==> config.mk <==
export PLATFORM = sky130hd
export DESIGN_NAME = path_steer
export DESIGN_NICKNAME = d
export VERILOG_FILES = /design/src/rtl/bypass_pkg.sv /design/src/rtl/path_steer.sv
export VERILOG_INCLUDE_DIRS = /design/src /design/src/rtl
export SDC_FILE = /design/constraint.sdc
export NUM_CORES = 1
export LEC_CHECK = 0
export ABC_CLOCK_PERIOD_IN_PS = 1700
export BUFFER_PORTS_ARGS = -buffer_cell sky130_fd_sc_hd__buf_2
export CORE_AREA = 5 5 85 87
export CTS_CLUSTER_SIZE = 16
export DETAILED_ROUTE_END_ITERATION = 12
export DIE_AREA = 0 0 90 92
export GPL_TIMING_DRIVEN = 1
export SYNTH_ARGS = -nofsm -noshare
export SYNTH_HDL_FRONTEND = slang
export SYNTH_SLANG_ARGS = --single-unit
==> constraint.sdc <==
create_clock -name core_clk -period 1.7 [get_ports core_clk]
set_input_delay 0.085 -clock core_clk [delete_from_list [all_inputs] [get_ports core_clk]]
set_output_delay 0.085 -clock core_clk [all_outputs]
set_load 0.05 [all_outputs]
==> src/rtl/bypass_macros.svh <==
`ifndef BYPASS_MACROS_SVH
`define BYPASS_MACROS_SVH

`define BYPASS_DATA_W        64
`define BYPASS_KEEP_W        8   // one enable per data byte

`define BYPASS_FIFO_DEPTH    32  // beats, power of two

// a whole packet must fit the FIFO or store-and-forward stalls forever
`define BYPASS_MAX_PKT_BEATS 16

`endif

==> src/rtl/bypass_pkg.sv <==
`include "bypass_macros.svh"

package bypass_pkg;

    typedef logic [`BYPASS_DATA_W-1:0] data_t;
    typedef logic [`BYPASS_KEEP_W-1:0] keep_t;
    typedef logic [0:0]                port_t;  // source port, carried as tid
    typedef logic [1:0]                dest_t;
    typedef logic [15:0]               cnt_t;   // wraps

    // address plus wrap bit
    typedef logic [$clog2(`BYPASS_FIFO_DEPTH):0] fifo_ptr_t;

    localparam dest_t DEST_PORT0 = 2'd0;
    localparam dest_t DEST_PORT1 = 2'd1;
    localparam dest_t DEST_HOST  = 2'd2;
    localparam dest_t DEST_DROP  = 2'd3;

    typedef enum logic {
        ARB_IDLE,
        ARB_LOCKED
    } arb_state_t;

    typedef enum logic {
        FIFO_IDLE,
        FIFO_STREAM
    } fifo_state_t;

endpackage

==> src/rtl/path_steer.sv <==
`timescale 1ns/1ps

module path_steer (
    input  logic              core_clk,
    input  logic              core_rstn,
    input  logic              swap_paths,

    input  logic              in_valid,
    output logic              in_ready,
    input  bypass_pkg::data_t in_data,
    input  bypass_pkg::keep_t in_keep,
    input  logic              in_last,
    input  bypass_pkg::port_t in_tid,

    output logic              a_valid,  // pass
    input  logic              a_ready,
    output bypass_pkg::data_t a_data,
    output bypass_pkg::keep_t a_keep,
    output logic              a_last,
    output bypass_pkg::port_t a_tid,

    output logic              b_valid,  // swap
    input  logic              b_ready,
    output bypass_pkg::data_t b_data,
    output bypass_pkg::keep_t b_keep,
    output logic              b_last,
    output bypass_pkg::port_t b_tid
);
    import bypass_pkg::*;

    logic sop_q;
    logic route_q;  // held from first beat through last
    logic route;

    assign route = sop_q ? swap_paths : route_q;

    assign a_valid = in_valid && !route;
    assign b_valid = in_valid && route;
    assign in_ready = route ? b_ready : a_ready;

    assign a_data = in_data;
    assign a_keep = in_keep;
    assign a_last = in_last;
    assign a_tid  = in_tid;
    assign b_data = in_data;
    assign b_keep = in_keep;
    assign b_last = in_last;
    assign b_tid  = in_tid;

    always_ff @(posedge core_clk) begin
        if (!core_rstn) begin
            sop_q   <= 1'b1;
            route_q <= 1'b0;
        end else if (in_valid && in_ready) begin
            sop_q <= in_last;
            if (sop_q)
                route_q <= swap_paths;
        end
    end

endmodule

Yosys cells after proc, flatten, opt, wreduce, memory -nomap -nowiden
Cells that the tools add are included.

word-level totals
  register bits after elaboration = 2
  bits in latches = 0
  bits in writable memories = 0
  memory bits (read-only) = 0
  input bits = 80
  word-level logic and storage cells = 8
  memories = 0

operators by class
  add/subtract/negate cells = 0
  multiply operators = 0
  div/mod/pow operators = 0
  $lt $le $gt $ge = 0
  equality and inequality tests = 0
  shifts and indexed selects = 0
  mux-type cells = 2
  bitwise logic cells = 0
  reduce and logical (&&, ||, !) cells = 4

operator list
  kind               count
  1-bit logical AND  3
  1-bit two-way mux  2
  1-bit zero test    1

Logic depth before layout (Yosys ltp)
  word-level depth = 3
  mapped depth = 3

Worst setup path after synthesis
Ideal clock, no wire load.

  path kind = reg2reg
  from = register sop_q
  to = register sop_q
  setup time = 0.122 ns
  arrival = 1.386 ns
  setup slack = 0.192 ns
  stages on the path, launching flop included = 4
  clock period less this slack = 1.508 ns
  path through = dfxtp_1 -> mux2i_1 -> mux2_4 -> a311o_1

between the ends
  word-level cells in the longest chain between the ends = 3

RTL lines
  item                      RTL line          source
  start: declaration        path_steer.sv:31  logic sop_q;
  start signal: assignment  path_steer.sv:55  sop_q <= in_last;
  1-bit two-way mux         --
  1-bit two-way mux         path_steer.sv:39  assign in_ready = route ? b_ready : a_ready;
  via in_ready              path_steer.sv:9   output logic in_ready,
  1-bit logical AND         path_steer.sv:54  end else if (in_valid && in_ready) begin

The timed path passes the listed nets, and every way through them passes these cells.
A chain may end at the register's enable or synchronous reset.

Worst setup path in the final report
  from = register sop_q
  to = output port in_ready

between the ends
  word-level cells in the longest chain between the ends = 2

RTL lines
  item               RTL line
  1-bit two-way mux  --
  1-bit two-way mux  path_steer.sv:39
  end: declaration   path_steer.sv:9

Every way passes these cells.

==> out/metrics.cfg <==
[synth]
syn_area_um2=1250
synth_cell_type_count=14
yosysSeqAreaShare_pct=3.21
ys_ff_latch=2
synth.avg_cell_area_um2=7.69
yosys.area.top_type=buf_4
yosysTopAreaCellShare_pct=89.2
syn-num-nets=242
synthTopCellsByArea=buf_4 (89%), dfxtp_1 (3.2%), mux2_4 (1.2%)
syn_inst=162
ys_warn_count=0

[clocking]
ctsHtreeMaxLevel=1
cts.sink_count=2
path_clk_slew_ns=0.03
clk-insertion-delay-late_ns=0.21
postCtsSetupBuffers=0
clock_path_buffers=2
cts_tree=yes
cts_root_buf=clkbuf_8
cts.repair.resized=0
numCtsBuffers=3
ctsHoldBuffers=0

[sta]
layout_min_cycle_time_ns=1.54
drv_slew=0
slew_headroom_pct=75.2
fmax_ghz=0.647
tightest_slew_ns=0.362
rsz0062_at_grt=no
fin_setup_tns_ns=0
fin_skew_ns=0.000678
hold_violations=0
setup_slack_ns=0.155
setup_viol=0
fin_crit_sh_pct=90.9

[global_route]
grt_max_degree=7
grt_use_total_pct=4.04
antenna_found_initial=0
grt_pass1_wl_mm=2.30
overflow=0
grt_pass1_vias=394

[worst_setup_path]
cp-start-kind=flip-flop
path_cells=mux2i_1 -> mux2_4 -> buf_2
cp_num_buf_inv=1
crit_arrival_ns=1.46
path_max_fanout=4
critPathLaunch=sop_q$_SDFFE_PN1P_
reg2reg_from=sop_q$_SDFFE_PN1P_
critical_path_required_ns=1.62
setup.worst_path.class=reg2out
worst_setup_path_end_kind=primary output
cpPeakStageDelay_ns=0.37
crit_slowest_cell=mux2i_1
crit_family=multiplexers

[drt]
drt-met1-wl_um=265
viasPerCell=3.16
dr.pass1.iters=2
drt_iter0_markers=3
routed.top_layer=met4
met3_wirelength_um=619
ant_nets=0
drc=0
wl_mm=1.83
met2_length_um=585
avgRoutedWirePerCell_um=17.4
vias=332

[floorplan]
ios=231
design.core.area_um2=6280
rows=29
die_w_um=90
die_h_um=92
die-area_um2=8280
initial_core_util_pct=19.9

[pwr]
cellLeakagePower_nw=0.131
pwr_density_cell_nw_per_um2=955
ir_worst_vdd_v=0.000281

[status]
status=finished, final reports clean

[cells_and_area]
area_delta_synth_final_pct=-73.7
antennaDiodeCount=0
design_area_um2=328
drive_above_1_share_pct=64.3
layout.nets=110
fin_util_pct=5.22

[run]
drv_cap=0

[placed_design]
place_congestion=0.617
port_buffers=11
dp_slack_ns=0.230
dpl-instance-area_um2=287

[worst_hold_path]
holdCritPathClass=in2reg
min_from=core_rstn

-- path summary, 6_finish.rpt --
check	endpoint	slack, ns	depth (start not counted)
worst max-delay path	in_ready	0.16	3
worst min-delay path	route_q$_SDFFE_PN0P_	0.12	3
worst max register to register	sop_q$_SDFFE_PN1P_	0.21	3
worst min register to register	route_q$_SDFFE_PN0P_	0.53	2
-- registers in the layout (all words and copies together), names as in the netlist --
name     count
route_q      1
sop_q        1
-- report_power, final --
group	internal [W]	total [W]	switching, W	leakage [nW]
sequential	0.0000509	0.0000533	0.00000238	0.0165
clock	0.000150	0.000187	0.0000374	0.0216
combinational	0.0000261	0.0000729	0.0000468	0.0928
total	0.000227	0.000313	0.0000866	0.131
-- layer usage --
layer  up-vias  track usage [%]
met5         -             2.98
met4         0             10.3
met3        54             5.97
met2        82             3.29
met1       116             1.12
li1         80                -
-- cells in the mapped netlist (all sizes together) --
cell,number
a21boi,1
a21oi,1
a2bb2oi,1
a311o,1
and2,1
and2b,1
buf,148
dfxtp,2
inv,1
mux2,2
mux2i,1
nand2,1
nor2,1
-- cell families (layout without fill, tap and decap cells) --
| group | Yosys count | count (layout) | share of synthesized area [%] |
|---|---|---|---|
| compound gates | 4 | 4 | 2.51 |
| buf+inv | 149 | 15 | 89.5 |
| flops | 2 | 2 | 3.21 |
| mux | 3 | 3 | 2.91 |
| simple gates | 4 | 4 | 1.91 |
-- layout make-up --
cell class	count	area, um2
clock buffers	3	41.3
fillers	735	5950
well taps	77	96.3
inverters	1	3.75
multi-input cells	11	91.3
repair buffers	11	55.1
flip-flops and latches	2	40.0
-- cells in the final DEF (no fill, tap or decap) --
cell       netlist  final
a21boi_0         1      1
a21oi_1          1      1
a2bb2oi_1        1      1
a311o_1          1      1
and2_2           1      1
and2b_2          1      1
buf_2            0     11
clkbuf_8         0      3
dfxtp_1          2      2
inv_1            1      1
mux2_2           1      1
mux2_4           1      1
mux2i_1          1      1
nand2_1          1      1
nor2_1           1      1
-- metrics by stage --
stage               std cells  power, W  hold slack (ns)
floorplan                 162   0.00104            0.220
global placement          102  0.000126            0.170
detailed placement        102  0.000127            0.170
CTS                       105  0.000318            0.117
global route              105  0.000328            0.139
finish                    105  0.000313            0.117
-- tightest hold or removal path: cells and delay by family --
kind / cells / cell delay [ns]
AND/OR/NAND/NOR: 1 / 0.09
buffers and inverters: 2 / 0.12
Note: power is estimated with default switching activity, not from simulation.
