[config.mk]
export PLATFORM = sky130hd
export DESIGN_NAME = pkt_arbiter
export DESIGN_NICKNAME = d
export VERILOG_FILES = /design/src/rtl/bypass_pkg.sv /design/src/rtl/pkt_arbiter.sv
export VERILOG_INCLUDE_DIRS = /design/src /design/src/rtl
export SDC_FILE = /design/constraint.sdc
export NUM_CORES = 1
export LEC_CHECK = 0
export BUFFER_PORTS_ARGS = -buffer_cell sky130_fd_sc_hd__buf_4
export CORE_AREA = 5 5 86 88
export DETAILED_ROUTE_END_ITERATION = 7
export DIE_AREA = 0 0 91 93
export GPL_TIMING_DRIVEN = 0
export SYNTH_ARGS = -nofsm -noshare
export SYNTH_HDL_FRONTEND = slang
export SYNTH_SLANG_ARGS = --single-unit
[constraint.sdc]
create_clock -name core_clk -period 1.8 [get_ports core_clk]
set_input_delay 0.09 -clock core_clk [delete_from_list [all_inputs] [get_ports core_clk]]
set_output_delay 0.09 -clock core_clk [all_outputs]
set_load 0.005 [all_outputs]
[src/rtl/bypass_macros.svh]
`ifndef BYPASS_MACROS_SVH
`define BYPASS_MACROS_SVH

`define BYPASS_DATA_W        64
`define BYPASS_KEEP_W        8   // one enable per data byte

`define BYPASS_FIFO_DEPTH    32  // beats, power of two

// a whole packet must fit the FIFO or store-and-forward stalls forever
`define BYPASS_MAX_PKT_BEATS 16

`endif

[src/rtl/bypass_pkg.sv]
`include "bypass_macros.svh"

package bypass_pkg;

    typedef logic [`BYPASS_DATA_W-1:0] data_t;
    typedef logic [`BYPASS_KEEP_W-1:0] keep_t;
    typedef logic [0:0]                port_t;  // source port, carried as tid
    typedef logic [1:0]                dest_t;
    typedef logic [15:0]               cnt_t;   // wraps

    // address plus wrap bit
    typedef logic [$clog2(`BYPASS_FIFO_DEPTH):0] fifo_ptr_t;

    localparam dest_t DEST_PORT0 = 2'd0;
    localparam dest_t DEST_PORT1 = 2'd1;
    localparam dest_t DEST_HOST  = 2'd2;
    localparam dest_t DEST_DROP  = 2'd3;

    typedef enum logic {
        ARB_IDLE,
        ARB_LOCKED
    } arb_state_t;

    typedef enum logic {
        FIFO_IDLE,
        FIFO_STREAM
    } fifo_state_t;

endpackage

[src/rtl/pkt_arbiter.sv]
`timescale 1ns/1ps

module pkt_arbiter (
    input  logic              core_clk,
    input  logic              core_rstn,

    input  logic              s0_valid,
    output logic              s0_ready,
    input  bypass_pkg::data_t s0_data,
    input  bypass_pkg::keep_t s0_keep,
    input  logic              s0_last,
    input  bypass_pkg::port_t s0_tid,

    input  logic              s1_valid,
    output logic              s1_ready,
    input  bypass_pkg::data_t s1_data,
    input  bypass_pkg::keep_t s1_keep,
    input  logic              s1_last,
    input  bypass_pkg::port_t s1_tid,

    output logic              out_valid,
    input  logic              out_ready,
    output bypass_pkg::data_t out_data,
    output bypass_pkg::keep_t out_keep,
    output logic              out_last,
    output bypass_pkg::port_t out_tid
);
    import bypass_pkg::*;

    arb_state_t state;
    logic       grant_q;   // source owning the output while locked
    logic       served_q;  // source that finished the previous packet
    logic       pick;
    logic       sel;

    // round robin on contention, otherwise whoever is valid
    assign pick = (s0_valid && s1_valid) ? !served_q : s1_valid;
    assign sel  = (state == ARB_LOCKED) ? grant_q : pick;

    assign out_valid = sel ? s1_valid : s0_valid;
    assign out_data  = sel ? s1_data  : s0_data;
    assign out_keep  = sel ? s1_keep  : s0_keep;
    assign out_last  = sel ? s1_last  : s0_last;
    assign out_tid   = sel ? s1_tid   : s0_tid;

    assign s0_ready = out_ready && !sel;
    assign s1_ready = out_ready && sel;

    always_ff @(posedge core_clk) begin
        if (!core_rstn) begin
            state    <= ARB_IDLE;
            grant_q  <= 1'b0;
            served_q <= 1'b1;  // so input 0 wins first
        end else begin
            case (state)
                ARB_IDLE: begin
                    // lock as soon as a beat is shown so a stalled beat stays put
                    if (out_valid) begin
                        grant_q <= sel;
                        if (out_ready && out_last)
                            served_q <= sel;
                        else
                            state <= ARB_LOCKED;
                    end
                end
                ARB_LOCKED: begin
                    if (out_valid && out_ready && out_last) begin
                        state    <= ARB_IDLE;
                        served_q <= grant_q;
                    end
                end
                default: state <= ARB_IDLE;
            endcase
        end
    end

endmodule

-- Word level (Yosys, flattened, before mapping)
Index checks and enable logic that the tools add are counted.
Widths: inputs -> output; s select.
- register bits: 3
- latch bits: 0
- bits in writable memories: 0
- ROM bits: 0
- bits of input ports: 153
- word-level logic and storage cells: 32
- memories: 0
- add/sub/neg operators: 0
- $mul: 0
- divide/modulo/power cells: 0
- magnitude comparators: 0
- equality and inequality tests: 3
- shift operators: 0
- muxes and demuxes: 15
- bitwise logic cells: 1
- reduce and logical (&&, ||, !) cells: 10
- operators by type and width (operator ; count):
    $mux 64 ; 1
    $mux 1 ; 11
    $mux 8 ; 1
    $logic_and 1x1->1 ; 6
    $ne 2x2->1 const B ; 2
    $pmux 1 s2 ; 2
    $reduce_and 3->1 ; 1
    $logic_not 1->1 ; 2
    $ne 2x1->1 const B ; 1
    $reduce_and 2->1 ; 1
    $not 1->1 ; 1

-- Depth between registers and ports, before layout
- word-level depth: 8
- depth in mapped cells: 5

-- Worst setup path after synthesis
Ideal clock, no wire load.
- path type: reg-to-output
- start point: register state
- end point: output port out_data[57]
- arrival: 1.374 ns
- setup slack: 0.336 ns
- cell stages (with the launch flop): 5
- path buffers: 2
- cell sequence: dfxtp_1 > mux2i_2 > buf_4 > buf_6 > mux2_2
- word-level cells in the longest chain between the ends: 2
- RTL lines (item ; RTL line ; RTL):
    start: declaration ; pkt_arbiter.sv:30 ; arb_state_t state;
    start signal: assignment ; pkt_arbiter.sv:51 ; state <= ARB_IDLE;
    start signal: assignment ; pkt_arbiter.sv:63 ; state <= ARB_LOCKED;
    start signal: assignment ; pkt_arbiter.sv:68 ; state <= ARB_IDLE;
    $mux 1 ; pkt_arbiter.sv:38 ; assign sel = (state == ARB_LOCKED) ? grant_q : pick;
    $mux 64 ; pkt_arbiter.sv:41 ; assign out_data = sel ? s1_data : s0_data;
    end: declaration ; pkt_arbiter.sv:23 ; output bypass_pkg::data_t out_data,
Every way passes these cells.

-- Final worst setup path
- start point: register state
- end point: output port out_data[61]
Same word-level chain as after synthesis.

==> impl_results.md <==
* RSZ-0062 raised after global routing: yes
* Final instance area at about 0.003 mm2
* Syn Inst Count at 103
* Worst hold margin at 0.142 ns
* Leak at 1.58 nW
* Layout net count at between 400 and 500
* Crit share post-route at 97.7%
* CTS Hold Bufs at 0
* ANT cells at 0
* Post-route setup TNS at 0 ns
* Register area share after synthesis at 5.59%
* Post-synthesis mux area share at 79.2%
* Power per cell area at 403 mW/mm2
* Die X at 91 um
* RD Place Congestion at 0.734
* Core Rows at 30
* Max-cap viol count at 0
* Post-synth cell types at 21
* Worst Path Required at 1.71 ns
* First-pass detailed-route iteration total at 4
* Hold path depth at 3
* Hold Fails Final Rpt at 0
* XOR/XNOR share of the synthesized area at 0%
* DR vias at ~1.8k
* # IOs at 230
* Placed Area at 0.00289 mm2
* Critical path arrival at 1.67 ns
* Fmax at 0.569 GHz
* Critical path, cell by cell: mux2i_4 -> buf_12 -> buf_6 -> buf_8 -> mux2_1 -> buf_4
* Total routed wirelength at ~6500 um
* Initial antenna violation count at 0
* WL/cell at 15.3 um
* Largest net degree at the start of global routing at 11
* Worst Skew at 0.000320 ns
* Adder-cell area share of the yosys netlist at 0%
* Synthesis-stage register bit count at 3
* Worst skew pair latency at around 0.22 ns
* CTS Sinks at 3
* Critical Path Source Type: flop
* Synthesis warning total at 0
* Worst reg2reg path depth at 8
* CP max stage delay at 0.36 ns
* Slew Limit Fails at 0
* Total track usage at between 10% and 20%
* Clock slew at reported path FFs at ~0.03 ns
* CP Class: flop to output port
* Syn_area_per_cell at around 10 um2
* First-pass GRT wire length at 9390 um
* Largest family of logic cells by synthesized area: multiplexers
* CP delay by family, top: multiplexers
* Finish-stage setup viols at 0
* Bufs and invs on worst path at 4
* DR iter-0 viols at 21
* Worst-path fanout max at 10
* Vias in the first global route at 1,923
* WP depth at 6
* Hold Crit Class: input port to flop
* Starting Density at 16.4%
* CTS tree: yes
* H-tree level count at 1
* IO Port Bufs at 229
* Slew headroom at 81.2%
* Clock period minus worst slack at between 1.5 and 2 ns
* Dpl hpwl at 5800 um
* Slew @ Worst Pin at ~0.28 ns
* Core footprint at 0.00657 mm2
* Post-synthesis cell area at 0.00107 mm2
* Layout cells sized above 1 at between 90% and 100%
* # DRC at 0
* Net Count, Synth at between 200 and 300
* Via density at 4.18
* Total power draw at about 1.2 mW
* Die Area at ~0.0085 mm2
* Status: finished clean
* Die height at a little over 90 um
* Compound-Gate Fraction of Synth Area at 3.84%
* ANT nets after route at 0
* Simple-gate share of the synthesized area at 6.87%
* Crit end category: output port
* Slowest cell on crit path: dfxtp_4
* Total CTS buffers at 3
* Max VDD drop at 0.000189 V
* Clock root buffer: clkbuf_8
* Layout area overhead at 182%
* Total grt overflow at 0
* Clk buf depth at 2
==> cells in the final DEF (no fill, tap or decap), types with 2 or more instances in the layout <==
master	synthesis	final
a21oi_1	2	2
buf_4	1	238
buf_6	1	2
clkbuf_8	0	3
dfxtp_1	3	2
mux2_1	3	2
mux2_2	70	70
mux2_4	1	2
nand2b_1	3	3
nor2b_1	2	2
==> worst min-delay path: stages <==
cell and delay (ns):
buf_4 0.12, o31ai_1 0.06, a21oi_1 0.04
==> flip-flops by register name (all words and copies together), names as in the netlist <==
register / cells
grant_q: 1
state: 1
served_q: 1
==> logic make-up after synthesis <==
logic type,count (synthesis)
compound gates,6
buf+inv,8
flops,3
mux,75
simple gates,11
==> repair_timing <==
action                     4_1_cts  5_1_grt
gates resized for setup         10        4
setup endpoints to repair       76       14
setup buffers                    4        1
pin swaps                        0        0
==> layer usage <==
metal	GRT usage [%]	vias up	part of all wire, %
met3	4.42	10	11
met2	25.0	126	53
met1	14.1	759	34
met4	4.40	0	1.9
met5	0	-	0
li1	-	866	-
==> synth_stat cells (all sizes together) <==
master / count / area, um2
a21boi: 2 / 15.0
a21oi: 2 / 10.0
a2bb2oi: 1 / 8.76
and2: 1 / 6.26
and3: 1 / 6.26
buf: 8 / 48.8
dfxtp: 3 / 60.1
mux2: 74 / 837
mux2i: 1 / 13.8
nand2: 1 / 3.75
nand2b: 3 / 18.8
nand3b: 1 / 7.51
nor2: 1 / 3.75
nor2b: 2 / 12.5
nor4b: 1 / 15.0
o31ai: 1 / 7.51
==> report_power, final <==
group	switching (mW)	total, mW	internal, mW
registers	0.00739	0.0805	0.0731
clock network	0.0458	0.197	0.151
logic	0.284	0.946	0.662
total	0.338	1.22	0.886
==> worst paths after layout <==
check,to,startpoint,slack [ns]
max reg2reg,served_q,served_q,0.19
max,out_data[61],state,0.04
min reg2reg,grant_q,grant_q,0.56
min,state,core_rstn,0.14
==> final cells by class <==
type                       instances  area [um2]
multi-input combinational         92         982
buffer                             8        75.1
timing repair buffer             234        1770
clock buffer                       4        45.0
fill                             658        3530
tap                               80         100
sequential                         3        63.8
==> stage by stage <==
stage	worst slack, ns	utilization (%)	cells
2_1_floorplan	0.336	-	103
3_3_place_gp	-0.0839	44.1	412
3_5_place_dp	-0.0891	44.1	412
4_1_cts	0.0196	45.9	420
5_1_grt	-0.0177	46.2	421
6_report	0.0422	46.2	421
Note: power is estimated with default switching activity, not from simulation.
