## src/rtl/bypass_macros.svh

```systemverilog
`ifndef BYPASS_MACROS_SVH
`define BYPASS_MACROS_SVH

`define BYPASS_DATA_W        64
`define BYPASS_KEEP_W        8   // one enable per data byte

`define BYPASS_FIFO_DEPTH    32  // beats, power of two

// a whole packet must fit the FIFO or store-and-forward stalls forever
`define BYPASS_MAX_PKT_BEATS 16

`endif

```

## src/rtl/bypass_pkg.sv

```systemverilog
`include "bypass_macros.svh"

package bypass_pkg;

    typedef logic [`BYPASS_DATA_W-1:0] data_t;
    typedef logic [`BYPASS_KEEP_W-1:0] keep_t;
    typedef logic [0:0]                port_t;  // source port, carried as tid
    typedef logic [1:0]                dest_t;
    typedef logic [15:0]               cnt_t;   // wraps

    // address plus wrap bit
    typedef logic [$clog2(`BYPASS_FIFO_DEPTH):0] fifo_ptr_t;

    localparam dest_t DEST_PORT0 = 2'd0;
    localparam dest_t DEST_PORT1 = 2'd1;
    localparam dest_t DEST_HOST  = 2'd2;
    localparam dest_t DEST_DROP  = 2'd3;

    typedef enum logic {
        ARB_IDLE,
        ARB_LOCKED
    } arb_state_t;

    typedef enum logic {
        FIFO_IDLE,
        FIFO_STREAM
    } fifo_state_t;

endpackage

```

## src/rtl/pkt_drop_filter.sv

```systemverilog
`timescale 1ns/1ps

module pkt_drop_filter (
    input  logic              core_clk,
    input  logic              core_rstn,

    input  logic              in_valid,
    output logic              in_ready,
    input  bypass_pkg::data_t in_data,
    input  bypass_pkg::keep_t in_keep,
    input  logic              in_last,
    input  bypass_pkg::port_t in_tid,
    input  bypass_pkg::dest_t in_tdest,

    output logic              out_valid,
    input  logic              out_ready,
    output bypass_pkg::data_t out_data,
    output bypass_pkg::keep_t out_keep,
    output logic              out_last,
    output bypass_pkg::port_t out_tid,

    output bypass_pkg::cnt_t  drop_count
);
    import bypass_pkg::*;

    logic sop_q;       // next accepted beat starts a packet
    logic dropping_q;  // inside a packet being discarded
    logic discard;
    logic accept;

    // the code is only meaningful on the first beat
    assign discard = sop_q ? (in_tdest == DEST_DROP) : dropping_q;
    assign accept  = in_valid && in_ready;

    assign in_ready  = discard ? 1'b1 : out_ready;  // swallow dropped beats at full rate
    assign out_valid = in_valid && !discard;
    assign out_data  = in_data;
    assign out_keep  = in_keep;
    assign out_last  = in_last;
    assign out_tid   = in_tid;

    always_ff @(posedge core_clk) begin
        if (!core_rstn) begin
            sop_q      <= 1'b1;
            dropping_q <= 1'b0;
            drop_count <= '0;
        end else if (accept) begin
            sop_q <= in_last;
            if (sop_q) begin
                dropping_q <= discard && !in_last;
                if (discard)
                    drop_count <= drop_count + 1'b1;  // one count per packet
            end else if (in_last) begin
                dropping_q <= 1'b0;
            end
        end
    end

endmodule

```

## config.mk

```make
export PLATFORM = sky130hd
export DESIGN_NAME = pkt_drop_filter
export DESIGN_NICKNAME = d
export VERILOG_FILES = /design/src/rtl/bypass_pkg.sv /design/src/rtl/pkt_drop_filter.sv
export VERILOG_INCLUDE_DIRS = /design/src /design/src/rtl
export SDC_FILE = /design/constraint.sdc
export NUM_CORES = 1
export LEC_CHECK = 0
export BUFFER_PORTS_ARGS = -buffer_cell sky130_fd_sc_hd__buf_4
export CAP_MARGIN = 20
export CORE_MARGIN = 5
export CORE_UTILIZATION = 36
export CTS_BUF_LIST = sky130_fd_sc_hd__clkbuf_8
export DETAILED_ROUTE_END_ITERATION = 7
export PLACE_DENSITY = 0.88
export SYNTH_ARGS = -nofsm -noshare
export SYNTH_HDL_FRONTEND = slang
export SYNTH_SLANG_ARGS = --single-unit
```

## constraint.sdc

```tcl
create_clock -name core_clk -period 2.2 [get_ports core_clk]
set_input_delay 0.55 -clock core_clk [delete_from_list [all_inputs] [get_ports core_clk]]
set_output_delay 0.55 -clock core_clk [all_outputs]
set_load 0.01 [all_outputs]
```

After elaboration in Yosys (flattened, before gate mapping)
Cells that the tools add are included.

operators by class
  equality and inequality tests = 1
  reduce and logical (&&, ||, !) cells = 8
  add/sub/neg operators = 1
  multiplexer cells = 4

operators by type and width
  cell                     number
  $add A16 B1 Y16 const B  1
  $mux W1                  4
  $logic_and A1 B1 Y1      3
  $reduce_and A3 Y1        1
  $eq A2 B2 Y1 const B     1
  $logic_not A1 Y1         2
  $reduce_and A2 Y1        1
  $reduce_bool A2 Y1       1

storage, ports and cells
  register bits = 18
  logic and storage cells = 17
  input bits = 80
  output and inout bits = 92

Logic depth before layout (Yosys ltp)
  word-level depth = 5
  depth in mapped cells = 5
  mapped depth without buffers = 4

Worst setup path before layout
Ideal clock, no wire load.

  path kind = input port to flip-flop
  start = input port in_valid
  end = register drop_count[15]
  data arrival time = 1616 ps
  setup slack = 513 ps
  path buffers = 1
  required time = 2129 ps
  cell stages on the path = 5
  library setup time = 71 ps
  path through = and4_1 > buf_6 > nand4_4 > or4_1 > a21oi_1

between the ends
  word-level cells in the longest chain between the ends = 2

RTL lines
  what                                line                   text
  from (decl)                         pkt_drop_filter.sv:7   input logic in_valid,
  $logic_and A1 B1 Y1                 pkt_drop_filter.sv:33  assign accept = in_valid && in_ready;
  $reduce_and A3 Y1 (no source line)  -
  to (signal assigned)                pkt_drop_filter.sv:52  drop_count <= drop_count + 1'b1;
  to (decl)                           pkt_drop_filter.sv:22  output bypass_pkg::cnt_t drop_count

No other way between the ends.
A chain may end at the register's enable or synchronous reset.

Worst setup path in the final report
  start = input port in_tdest[0]
  end = output port out_valid

between the ends
  word-level cells in the longest chain between the ends = 4

RTL lines
  what                 line                   text
  from (decl)          pkt_drop_filter.sv:13  input bypass_pkg::dest_t in_tdest,
  $eq A2 B2 Y1         pkt_drop_filter.sv:32  assign discard = sop_q ? (in_tdest == DEST_DROP) : dropping_q;
  $mux W1              pkt_drop_filter.sv:32
  $logic_not A1 Y1     pkt_drop_filter.sv:36  assign out_valid = in_valid && !discard;
  $logic_and A1 B1 Y1  pkt_drop_filter.sv:36
  to (decl)            pkt_drop_filter.sv:15  output logic out_valid,

No other way between the ends.

==> results.cfg <==
[clock_network]
cts_buffer_depth = 2
cts_resized = 0
post-cts-setup-buffers = 0
clkTransAtPathRegs_ps = 60
cts_buffers = 3
clk_latency_ps = 250
cts_hold_buf = 0
cts_sinks = 18
cts_root_buf = clkbuf_8
h-tree-depth = 1
cts_tree = done

[die]
io_pins = 172
fp.dieH_um = 72.3
start_util = 0.376
row_count = 22
core_area_um2 = 3720
die_w_um = 72.3
die_area_um2 = 5220

[setup_path]
reg2regPathDepth = 4
path_buf_inv = 2
critPathSlowestCell = mux2i_1
r2r_slack_ps = 570
worst-endpoint-arrival_ps = 1270
crit_path_max_fanout = 3
crit_chain = buf_4 -> and2_1 -> mux2i_1 -> and2_1 -> buf_4
cp-start-kind = input port
worstSetupPathType = input port to primary output
cp-endpoint = out_valid
timing.rr.start = drop_count[2]$_SDFFE_PN0P_
r2r_end = drop_count[12]$_SDFFE_PN0P_
end_kind = primary output
startpoint = in_tdest[0]
critical_path.max_stage_delay_ps = 170
cp.depth = 5
required_ps = 1650
path_delay_family = simple AND/OR/NAND/NOR gates

[timing]
hold_viol = 0
slew_headroom = 0.694
fin_setup_tns_ps = 0
fin_skew_ps = 3.81
finalSetupViolCount = 0
min_period_ps = 1820
fmax_ghz = 0.550
worst_pin_slew_ps = 456
rsz0062_at_grt = no
timing.final.crit_share = 0.826
slew_violations = 0

[synth]
yosysTopAreaCellShare = 0.398
synthCells = 170
synth.mux.area_fraction = 0.0143
synth.top_cells.by_area = buf_4 40%, dfxtp_1 26%, a21oi_1 3.2%, o21ai_0 3.2%, or3_1 3.1%
synth.distinct_cells = 27
ys_top_cells_by_count = 74 x buf_4, 18 x dfxtp_1, 9 x a21oi_1, 9 x nor2_1, 9 x o21ai_0
synth-simple-area-share = 0.164
async_flop_share = 0
yosys.area.top_type = buf_4
synth-edff-count = 0
synth-main-ff-cell = dfxtp_1
synth-seq-cells = 18
synth_top_family_by_area = buffers and inverters
avgSynthCellArea_um2 = 8.21
ys_seq_area_frac = 0.258
yosysWarnings = 0
yosys.area_share.adder = 0.00896
synth.most_common_cell = buf_4
synth_compound_area_frac = 0.0887
syn_area_um2 = 1400
synth-xor-area-share = 0.0439
syn_nets = 251

[place]
place.gp.congestion = 0.724
postPlaceCellArea_um2 = 1080
dp_hpwl_mm = 1.95
portBuffers = 25

[run]
cap_violations = 0

[pwr]
power_leakage_nw = 0.456
p_int_uw = 511
combPwrFrac = 0.069
netSwitchingFraction = 0.208
power.share.sequential = 0.516
power-per-cell-area_nw_per_um2 = 568
ir_drop_uv = 321
switchingPower_uw = 134
power.share.clock = 0.415

[detailed_routing]
wl_per_cell_um = 14.3
drt_iter0_drc = 11
vias_per_cell = 5.13
ant_nets = 0
drc = 0
wirelength_mm = 2.46
first_pass_iters = 4
vias = 882

[grt]
antenna_found_initial = 0
grt_pass1_wl_mm = 3.84
grt-ovfl-total = 0
grt_max_degree = 18
grt_pass1_vias = 819
grtUsageTotal = 0.0941

[final_layout]
nNetsFinal = 206
fillers = 402
drive_gt1_frac = 0.258
final_area_um2 = 1140
n_antenna_cell = 0
area_delta_synth_final_pct = -18.6

[outcome]
status = finished clean

[worst_hold_path]
hold_path_class = flip-flop to flip-flop
-- final cells by class --
cell class | count | area, um^2 | share of cell area
clock buffer | 4 | 55.1 | 0.0485
inverter | 5 | 18.8 | 0.0165
multi-input combinational | 71 | 447 | 0.393
sequential | 18 | 360 | 0.317
tap | 48 | 60.1 | 0.0529
timing repair buffer | 26 | 195 | 0.172
-- layer usage --
layer  global-route usage  part of all wire  up-vias  wire length (um)
li1                     -                 -      402                 -
met1               0.0844              0.35      398               860
met2                0.151              0.46       50              1120
met3               0.0512              0.13       32               314
met4               0.0856             0.067        0               165
met5                    0                 0        -                 0
-- power groups by stage --
stage / logic, mW / registers [mW] / clock network [mW]
floorplan: 0.161 / 0.340 / 0
global placement: 0.0446 / 0.340 / 0
detailed placement: 0.0452 / 0.340 / 0
CTS: 0.0453 / 0.333 / 0.277
global route: 0.0497 / 0.333 / 0.292
finish: 0.0446 / 0.333 / 0.268
-- worst min path at each step --
stage	start	end	slack [ps]	cells past startpoint
floorplan	dropping_q$_SDFFE_PN0P_	dropping_q$_SDFFE_PN0P_	490	2
global placement	drop_count[15]$_SDFFE_PN0P_	drop_count[15]$_SDFFE_PN0P_	470	2
detailed placement	drop_count[15]$_SDFFE_PN0P_	drop_count[15]$_SDFFE_PN0P_	500	2
CTS	drop_count[15]$_SDFFE_PN0P_	drop_count[15]$_SDFFE_PN0P_	510	2
global route	in_last	sop_q$_SDFFE_PN1P_	540	2
finish	drop_count[15]$_SDFFE_PN0P_	drop_count[15]$_SDFFE_PN0P_	510	2
-- stage by stage --
stage	total power [mW]	std cells	worst slack (ps)	hold slack [ps]	util
global route	0.675	172	330	540	0.306
finish	0.645	172	383	506	0.306
detailed placement	0.385	168	322	497	0.291
floorplan	0.501	170	513	487	-
CTS	0.655	172	374	509	0.306
global placement	0.385	168	375	474	0.291
-- cell usage in the layout, fill, tap and decap left out, types with 2 or more instances in the layout --
| master | Yosys | routed |
|---|---|---|
| clkbuf_8 | 0 | 4 |
| xnor2_1 | 2 | 2 |
| mux2i_1 | 2 | 2 |
| a21oi_1 | 9 | 9 |
| or3_1 | 7 | 7 |
| buf_4 | 74 | 26 |
| dfxtp_1 | 18 | 18 |
| xor2_1 | 5 | 5 |
| nand3_1 | 5 | 5 |
| inv_1 | 4 | 4 |
| nand2_1 | 4 | 4 |
| o21ai_0 | 9 | 9 |
| nor2_1 | 9 | 9 |
| and4_1 | 3 | 3 |
| and2_1 | 3 | 3 |
| nand4_1 | 4 | 4 |
-- cell families after synthesis --
logic type | count (synthesis)
buf+inv | 81
compound gates | 22
fa+ha+maj | 1
mux | 2
flops | 18
simple gates | 39
xor+xnor | 7
-- flip-flops by register name, summed over array words and instances, names as in the netlist --
| register | count |
|---|---|
| sop_q | 1 |
| drop_count | 16 |
| dropping_q | 1 |
-- worst register-to-register path: stages, from the launching register on --
cell	delay [ps]
dfxtp_1	410
and4_1	300
nand4_1	270
or3_1	420
a21oi_1	150
(Power assumes the default switching activity.)
