### config.mk
export PLATFORM = sky130hd
export DESIGN_NAME = pkt_fifo
export DESIGN_NICKNAME = d
export VERILOG_FILES = /design/src/rtl/bypass_pkg.sv /design/src/rtl/pkt_fifo.sv
export VERILOG_INCLUDE_DIRS = /design/src /design/src/rtl
export SDC_FILE = /design/constraint.sdc
export NUM_CORES = 2
export LEC_CHECK = 0
export BUFFER_PORTS_ARGS = -buffer_cell sky130_fd_sc_hd__buf_2
export CAP_MARGIN = 20
export CORE_MARGIN = 2
export CORE_UTILIZATION = 37
export CTS_BUF_LIST = sky130_fd_sc_hd__clkbuf_4 sky130_fd_sc_hd__clkbuf_8
export DETAILED_ROUTE_END_ITERATION = 8
export PLACE_DENSITY = 0.58
export SYNTH_ARGS = -nofsm -noshare
export SYNTH_HDL_FRONTEND = slang
export SYNTH_SLANG_ARGS = --single-unit
export TNS_END_PERCENT = 5
### constraint.sdc
create_clock -name core_clk -period 12.5 [get_ports core_clk]
set_input_delay 1.875 -clock core_clk [delete_from_list [all_inputs] [get_ports core_clk]]
set_output_delay 1.875 -clock core_clk [all_outputs]
set_load 0.03 [all_outputs]
### src/rtl/bypass_macros.svh
`ifndef BYPASS_MACROS_SVH
`define BYPASS_MACROS_SVH

`define BYPASS_DATA_W        64
`define BYPASS_KEEP_W        8   // one enable per data byte

`define BYPASS_FIFO_DEPTH    32  // beats, power of two

// a whole packet must fit the FIFO or store-and-forward stalls forever
`define BYPASS_MAX_PKT_BEATS 16

`endif

### src/rtl/bypass_pkg.sv
`include "bypass_macros.svh"

package bypass_pkg;

    typedef logic [`BYPASS_DATA_W-1:0] data_t;
    typedef logic [`BYPASS_KEEP_W-1:0] keep_t;
    typedef logic [0:0]                port_t;  // source port, carried as tid
    typedef logic [1:0]                dest_t;
    typedef logic [15:0]               cnt_t;   // wraps

    // address plus wrap bit
    typedef logic [$clog2(`BYPASS_FIFO_DEPTH):0] fifo_ptr_t;

    localparam dest_t DEST_PORT0 = 2'd0;
    localparam dest_t DEST_PORT1 = 2'd1;
    localparam dest_t DEST_HOST  = 2'd2;
    localparam dest_t DEST_DROP  = 2'd3;

    typedef enum logic {
        ARB_IDLE,
        ARB_LOCKED
    } arb_state_t;

    typedef enum logic {
        FIFO_IDLE,
        FIFO_STREAM
    } fifo_state_t;

endpackage

### src/rtl/pkt_fifo.sv
`timescale 1ns/1ps
`include "bypass_macros.svh"

module pkt_fifo (
    input  logic              core_clk,
    input  logic              core_rstn,

    input  logic              in_valid,
    output logic              in_ready,
    input  bypass_pkg::data_t in_data,
    input  bypass_pkg::keep_t in_keep,
    input  logic              in_last,
    input  bypass_pkg::port_t in_tid,

    output logic              out_valid,
    input  logic              out_ready,
    output bypass_pkg::data_t out_data,
    output bypass_pkg::keep_t out_keep,
    output logic              out_last,
    output bypass_pkg::port_t out_tid
);
    import bypass_pkg::*;

    localparam int ADDR_W = $clog2(`BYPASS_FIFO_DEPTH);

    data_t mem_data [`BYPASS_FIFO_DEPTH];
    keep_t mem_keep [`BYPASS_FIFO_DEPTH];
    logic  mem_last [`BYPASS_FIFO_DEPTH];
    port_t mem_tid  [`BYPASS_FIFO_DEPTH];

    fifo_ptr_t   wr_ptr;
    fifo_ptr_t   rd_ptr;
    fifo_ptr_t   pkt_cnt;  // complete packets held in memory
    fifo_state_t state;

    logic [ADDR_W-1:0] wr_addr;
    logic [ADDR_W-1:0] rd_addr;
    logic              full;
    logic              wr_en;
    logic              rd_avail;
    logic              rd_en;
    logic              rd_last;

    assign wr_addr = wr_ptr[ADDR_W-1:0];
    assign rd_addr = rd_ptr[ADDR_W-1:0];

    assign full = (wr_ptr[ADDR_W] != rd_ptr[ADDR_W]) &&
                  (wr_addr == rd_addr);

    assign in_ready = !full;
    assign wr_en    = in_valid && in_ready;
    assign rd_last  = mem_last[rd_addr];

    // start only on a fully stored packet, then stream the rest of it
    assign rd_avail = (state == FIFO_STREAM) || (pkt_cnt != '0);
    assign rd_en    = rd_avail && (!out_valid || out_ready);

    always_ff @(posedge core_clk) begin
        if (wr_en) begin
            mem_data[wr_addr] <= in_data;
            mem_keep[wr_addr] <= in_keep;
            mem_last[wr_addr] <= in_last;
            mem_tid[wr_addr]  <= in_tid;
        end
    end

    always_ff @(posedge core_clk) begin  // output stage payload
        if (rd_en) begin
            out_data <= mem_data[rd_addr];
            out_keep <= mem_keep[rd_addr];
            out_last <= rd_last;
            out_tid  <= mem_tid[rd_addr];
        end
    end

    always_ff @(posedge core_clk) begin
        if (!core_rstn) begin
            wr_ptr    <= '0;
            rd_ptr    <= '0;
            pkt_cnt   <= '0;
            state     <= FIFO_IDLE;
            out_valid <= 1'b0;
        end else begin
            if (wr_en)
                wr_ptr <= wr_ptr + 1'b1;
            if (rd_en)
                rd_ptr <= rd_ptr + 1'b1;

            pkt_cnt <= pkt_cnt + fifo_ptr_t'(wr_en && in_last)
                               - fifo_ptr_t'(rd_en && rd_last);

            if (rd_en)
                out_valid <= 1'b1;
            else if (out_ready)
                out_valid <= 1'b0;

            case (state)
                FIFO_IDLE:   if (rd_en && !rd_last) state <= FIFO_STREAM;
                FIFO_STREAM: if (rd_en && rd_last) state <= FIFO_IDLE;
                default:     state <= FIFO_IDLE;
            endcase
        end
    end

endmodule

**Yosys cells after proc, flatten, opt, wreduce, memory -nomap -nowiden**

Memories as Yosys holds them, arrays and structs flattened. A register that Yosys moved wholly into a read port is not among the register bits.
Index checks and enable logic that the tools add are counted.

- Bits in registers: 21
- Memories kept: 4
- Memory bits (writable): 2368
- Word-level logic and storage cells: 39
- Input bits: 78
- Output and inout bits: 76

Memories:

| memory | words | bits a word | rd ports | clocked after Yosys merged registers in | write ports | line | text |
|---|---|---|---|---|---|---|---|
| mem_data | 32 | 64 | 1 | 1 | 1 | pkt_fifo.sv:26 | `` data_t mem_data [`BYPASS_FIFO_DEPTH]; `` |
| mem_keep | 32 | 8 | 1 | 1 | 1 | pkt_fifo.sv:27 | `` keep_t mem_keep [`BYPASS_FIFO_DEPTH]; `` |
| mem_last | 32 | 1 | 1 | 1 | 1 | pkt_fifo.sv:28 | `` logic mem_last [`BYPASS_FIFO_DEPTH]; `` |
| mem_tid | 32 | 1 | 1 | 1 | 1 | pkt_fifo.sv:29 | `` port_t mem_tid [`BYPASS_FIFO_DEPTH]; `` |

- Reductions and logical operators: 13
- Add/sub/neg operators: 4
- Equal/unequal tests: 2
- Multiplexer cells: 9
- Bitwise operators: 1

Operators with widths:

| cell | number |
|---|---|
| $add 6x1->6 const B | 2 |
| $mux 5 | 2 |
| $add 6x1->6 | 1 |
| $logic_and 1x1->1 | 6 |
| $mux 1 | 6 |
| $reduce_bool 6->1 | 1 |
| $sub 6x1->6 | 1 |
| $eq 5x5->1 | 1 |
| $logic_not 1->1 | 3 |
| $logic_or 1x1->1 | 2 |
| $pmux 1 s2 | 1 |
| $reduce_bool 2->1 | 1 |
| $ne 1x1->1 | 1 |
| $not 1->1 | 1 |

**Depth between registers and ports, before layout**

- Depth in word-level cells: 7
- Mapped depth: 17
- Depth with buffers taken out: 15

**Least setup slack after synthesis**

No wires, ideal clock.

- Path kind: in2reg
- From: in out_ready
- To: reg pkt_cnt[4]
- Setup time: 128 ps
- Path buffers: 0
- Stages on the path: 12
- Data arrival time: 7481 ps
- Required time: 12372 ps
- Setup slack: 4891 ps
- Cells stage by stage: nand2b_1 a21boi_1 and2_1 ha_1 inv_1 ha_1 fa_1 a21oi_1 nor2_1 nor2_1 xor2_1 nor2_1

- Word-level cells in the longest chain between the ends: 4

RTL lines:

| element | line | text |
|---|---|---|
| start: declaration | pkt_fifo.sv:16 | `input logic out_ready,` |
| $logic_or 1x1->1 | pkt_fifo.sv:56 | `assign rd_en = rd_avail && (!out_valid \|\| out_ready);` |
| $logic_and 1x1->1 | pkt_fifo.sv:56 |  |
| net rd_en | pkt_fifo.sv:41 | `logic rd_en;` |
| $logic_and 1x1->1 | pkt_fifo.sv:90 | `- fifo_ptr_t'(rd_en && rd_last);` |
| $sub 6x1->6 | pkt_fifo.sv:90 |  |
| end signal: assignment | pkt_fifo.sv:89 | `pkt_cnt <= pkt_cnt + fifo_ptr_t'(wr_en && in_last)` |
| end: declaration | pkt_fifo.sv:33 | `fifo_ptr_t pkt_cnt;` |

The timed path passes the listed nets, and every way through them passes these cells.
A chain may end at the register's enable or synchronous reset.

==> results.md <==
- The routability-driven placement congestion ratio is 0.733.
- During synthesis, Yosys emitted a total of 0 warnings.
- The worst-case clock skew is 74.5 ps.
- The final layout contains routed wiring with a total length of 230000 um.
- The die covers 255000 um^2.
- Gates resized during post-CTS repair numbered 0.
- The count of flip-flops with a built-in enable after synthesis is 2442.
- Clock-pin slew was measured on the worst setup and hold paths at 60 ps.
- The number of nets in the synthesized netlist is 3722.
- Leaving out fill and tap cells, the most frequent cells in the layout are sky130_fd_sc_hd__edfxtp_1 (2442), sky130_fd_sc_hd__mux4_2 (730), sky130_fd_sc_hd__clkbuf_8 (419).
- For this run, design rule violations remaining after detail routing come to 0.
- In this run, the number of DRC markers left after iteration 0 of detailed routing was 4260.
- The total of endpoints with negative setup slack in the final report is 0.
- The most common cell after layout, fill and taps aside is sky130_fd_sc_hd__edfxtp_1.
- Headroom to the max-slew limit came out at 24.0%.
- The total overflow reported by the global router is 0.
- The number of cells in the finished layout apart from fillers is 7762.
- Counting the buffers created by CTS gives 409.
- The category of the worst setup path launch point is a flip-flop.
- The ratio of routed vias to standard cells is 5.39.
- The static leakage is 32.2 nW.
- Max-cap violations in this run came to 0.
- The portion of the clock cycle consumed by the worst path in the final layout is 42.9%.
- The number of buffer cells added on primary ports is 153.
- The path category of the worst min-delay check is flip-flop to flip-flop.
- From bottom edge to top edge, the die measures 505 um.
- The H-tree depth is 5.
- The post-route setup TNS is 0 ps.
- After detailed routing, the average wire length per cell comes to 29.6 um.
- Cells with a size suffix above 1 make up 38.6% of the layout.
- For this run, the register share of the synthesized area comes to 79.4%.
- Counting instances, the worst hold path has a depth of 2.
- The final net count is 4204.
- The source-to-sink clock delay at the later pin of the worst-skew pair is 1090 ps.
- The initial antenna violation count is 24.
- TritonCTS built the clock tree.
- The worst-case IR drop observed on VDD is 152 uV.
- The proportion of synthesized flip-flops having asynchronous set or reset is 0%.
- The number of setup buffers added after CTS is 0.
- The element type at the critical path end is a flip-flop.
- The max-slew violation count is 0.
- The utilization of the core after routing is 42.3%.
- The area of placed instances is 98300 um^2.
- During I/O placement, the number of pins put on the boundary was 154.
- The core area is 251000 um^2.
- The number of instances in the synthesized netlist is 3630.
- Global routing used 17.9% of the available tracks.
- The tree built by TritonCTS fans out to 2467 sinks.
- Setup repair after global routing left no endpoint under its margin.
- The initial utilization of the core area, before any placement, comes to 37.1%.
- In this run, post-CTS hold repair placed 0 buffers.
- The number of distinct standard cells referenced by the synthesized netlist is 39.
- The maximum buffer depth of the clock tree is 4.
- The largest fanout on the critical path is 108.
- The mean instance size in the synthesized netlist is 25.6 um^2.
- The number of placed instances with taps included is 7045.
- Measured in cells, the most critical reg-to-reg path has a length of 6.
- The run finished with clean final reports.
- For the worst setup path, the data required time is 13310 ps.
- Entering global routing, the biggest net connects 149 pins.
- Summed over all nets, the half-perimeter wirelength after detailed placement is 115000 um.
- Before antenna repair, the detailed router went through 5 iterations.
- After synthesis the netlist holds a flip-flop and latch count of 2467.
- The overall die width is 505 um.
- For the finished layout, the period the worst path requires is 5360 ps.
- The worst endpoint data arrival time is 6180 ps.
- The cell area that synthesis handed to floorplanning was 93000 um^2.
- The clock tree root buffer cell is sky130_fd_sc_hd__clkbuf_8.
- At the pin with the least slew margin, the transition time is 1140 ps.
- The maximum clock rate is 0.186 GHz.
- The number of global-route vias before repair came to 43200.
- From synthesis to final layout, the design area changed by 14.0%.
- The first global-routing pass estimated 326000 um of wire.
- The area of all placed cells without fillers is 106000 um^2.
- The number of vias in the routed layout is 41800.
- The startpoint-to-endpoint class of the critical path is flip-flop to flip-flop.
- The final-report hold violation count is 0.
- In the synthesized netlist the dominant register cell turns out to be sky130_fd_sc_hd__edfxtp_1.
- The count of standard-cell rows is 184.
- The number of nets with antenna violations after routing is 0.
- The power per unit of standard cell area is 195 nW/um^2.
-- per-layer routing --
layer / wire length (um) / vias up / GRT usage [%]
met5: 75 / - / 0
met4: 4490 / 12 / 4.35
met3: 14300 / 371 / 3.47
met2: 111000 / 1458 / 28.4
met1: 99700 / 23100 / 25.4
li1: - / 16800 / -
-- cell families after synthesis --
group | synth area share, %
DFF | 79.4
muxes | 18.7
buffers and inverters | 0.894
and+or+nand+nor | 0.468
AOI/OAI and AO/OA | 0.169
xor gates and xnor gates | 0.179
adders and majority gates | 0.196
-- synthesized netlist by cell type, types with 5 or more instances --
cell type,instances,area [um^2]
sky130_fd_sc_hd__a21oi_1,10,50.1
sky130_fd_sc_hd__and2_1,6,37.5
sky130_fd_sc_hd__buf_1,30,113
sky130_fd_sc_hd__buf_2,47,235
sky130_fd_sc_hd__buf_4,5,37.5
sky130_fd_sc_hd__buf_6,5,56.3
sky130_fd_sc_hd__clkbuf_1,91,342
sky130_fd_sc_hd__dfxtp_1,25,500
sky130_fd_sc_hd__edfxtp_1,2442,73300
sky130_fd_sc_hd__ha_1,13,163
sky130_fd_sc_hd__inv_1,13,48.8
sky130_fd_sc_hd__mux2_2,73,822
sky130_fd_sc_hd__mux2i_1,17,170
sky130_fd_sc_hd__mux4_2,730,16400
sky130_fd_sc_hd__nand2_1,14,52.6
sky130_fd_sc_hd__nor2_1,54,203
sky130_fd_sc_hd__xnor2_1,9,78.8
sky130_fd_sc_hd__xor2_1,10,87.6
-- registers in the layout, indices dropped and copies added, names as in the netlist, named ones only --
signal / cells
mem_tid: 32
out_data: 64
mem_last: 32
out_keep: 8
out_last: 1
pkt_cnt: 6
rd_ptr: 6
out_tid: 1
mem_data: 2048
mem_keep: 256
out_valid: 1
wr_ptr: 6
-- final cells by class --
cell class	instances	area, um^2
fillers	21400	145000
clock buffers	544	6710
clock inverters	164	982
repair buffers	249	1650
inverters	13	53.8
diodes	5	12.5
well taps	3348	4190
multi-input cells	972	18600
flip-flops and latches	2467	73800
-- metrics by stage --
stage	total power [mW]	hold slack, ps	setup slack, ps
global route	21.5	562	6630
CTS	21.0	546	6930
finish	20.7	547	7140
global placement	14.2	519	6720
detailed placement	14.2	526	6720
floorplan	12.9	500	4890
-- final timing paths --
path              slack, ps              startpoint                     end
setup / recovery       7140  rd_ptr[0]$_SDFFE_PN0N_  out_data[32]$_DFFE_PN_
setup reg to reg       7140  rd_ptr[0]$_SDFFE_PN0N_  out_data[32]$_DFFE_PN_
hold / removal          550  wr_ptr[5]$_SDFFE_PN0P_  wr_ptr[5]$_SDFFE_PN0P_
hold reg to reg         550  wr_ptr[5]$_SDFFE_PN0P_  wr_ptr[5]$_SDFFE_PN0P_
-- where the power goes --
group | leakage, nW | switching [mW] | internal, mW
Clock | 4.07 | 3.10 | 3.67
Sequential | 22.3 | 0.220 | 9.37
Combinational | 5.89 | 2.19 | 2.13
-- worst max-delay path, cell delays in order (launching register included) --
cell                      delay (ps)
sky130_fd_sc_hd__dfxtp_4         940
sky130_fd_sc_hd__buf_4           810
sky130_fd_sc_hd__buf_12          730
sky130_fd_sc_hd__buf_4           910
sky130_fd_sc_hd__mux4_2          610
sky130_fd_sc_hd__mux4_2          530
sky130_fd_sc_hd__mux2_2          290
Note: power is estimated with default switching activity, not from simulation.
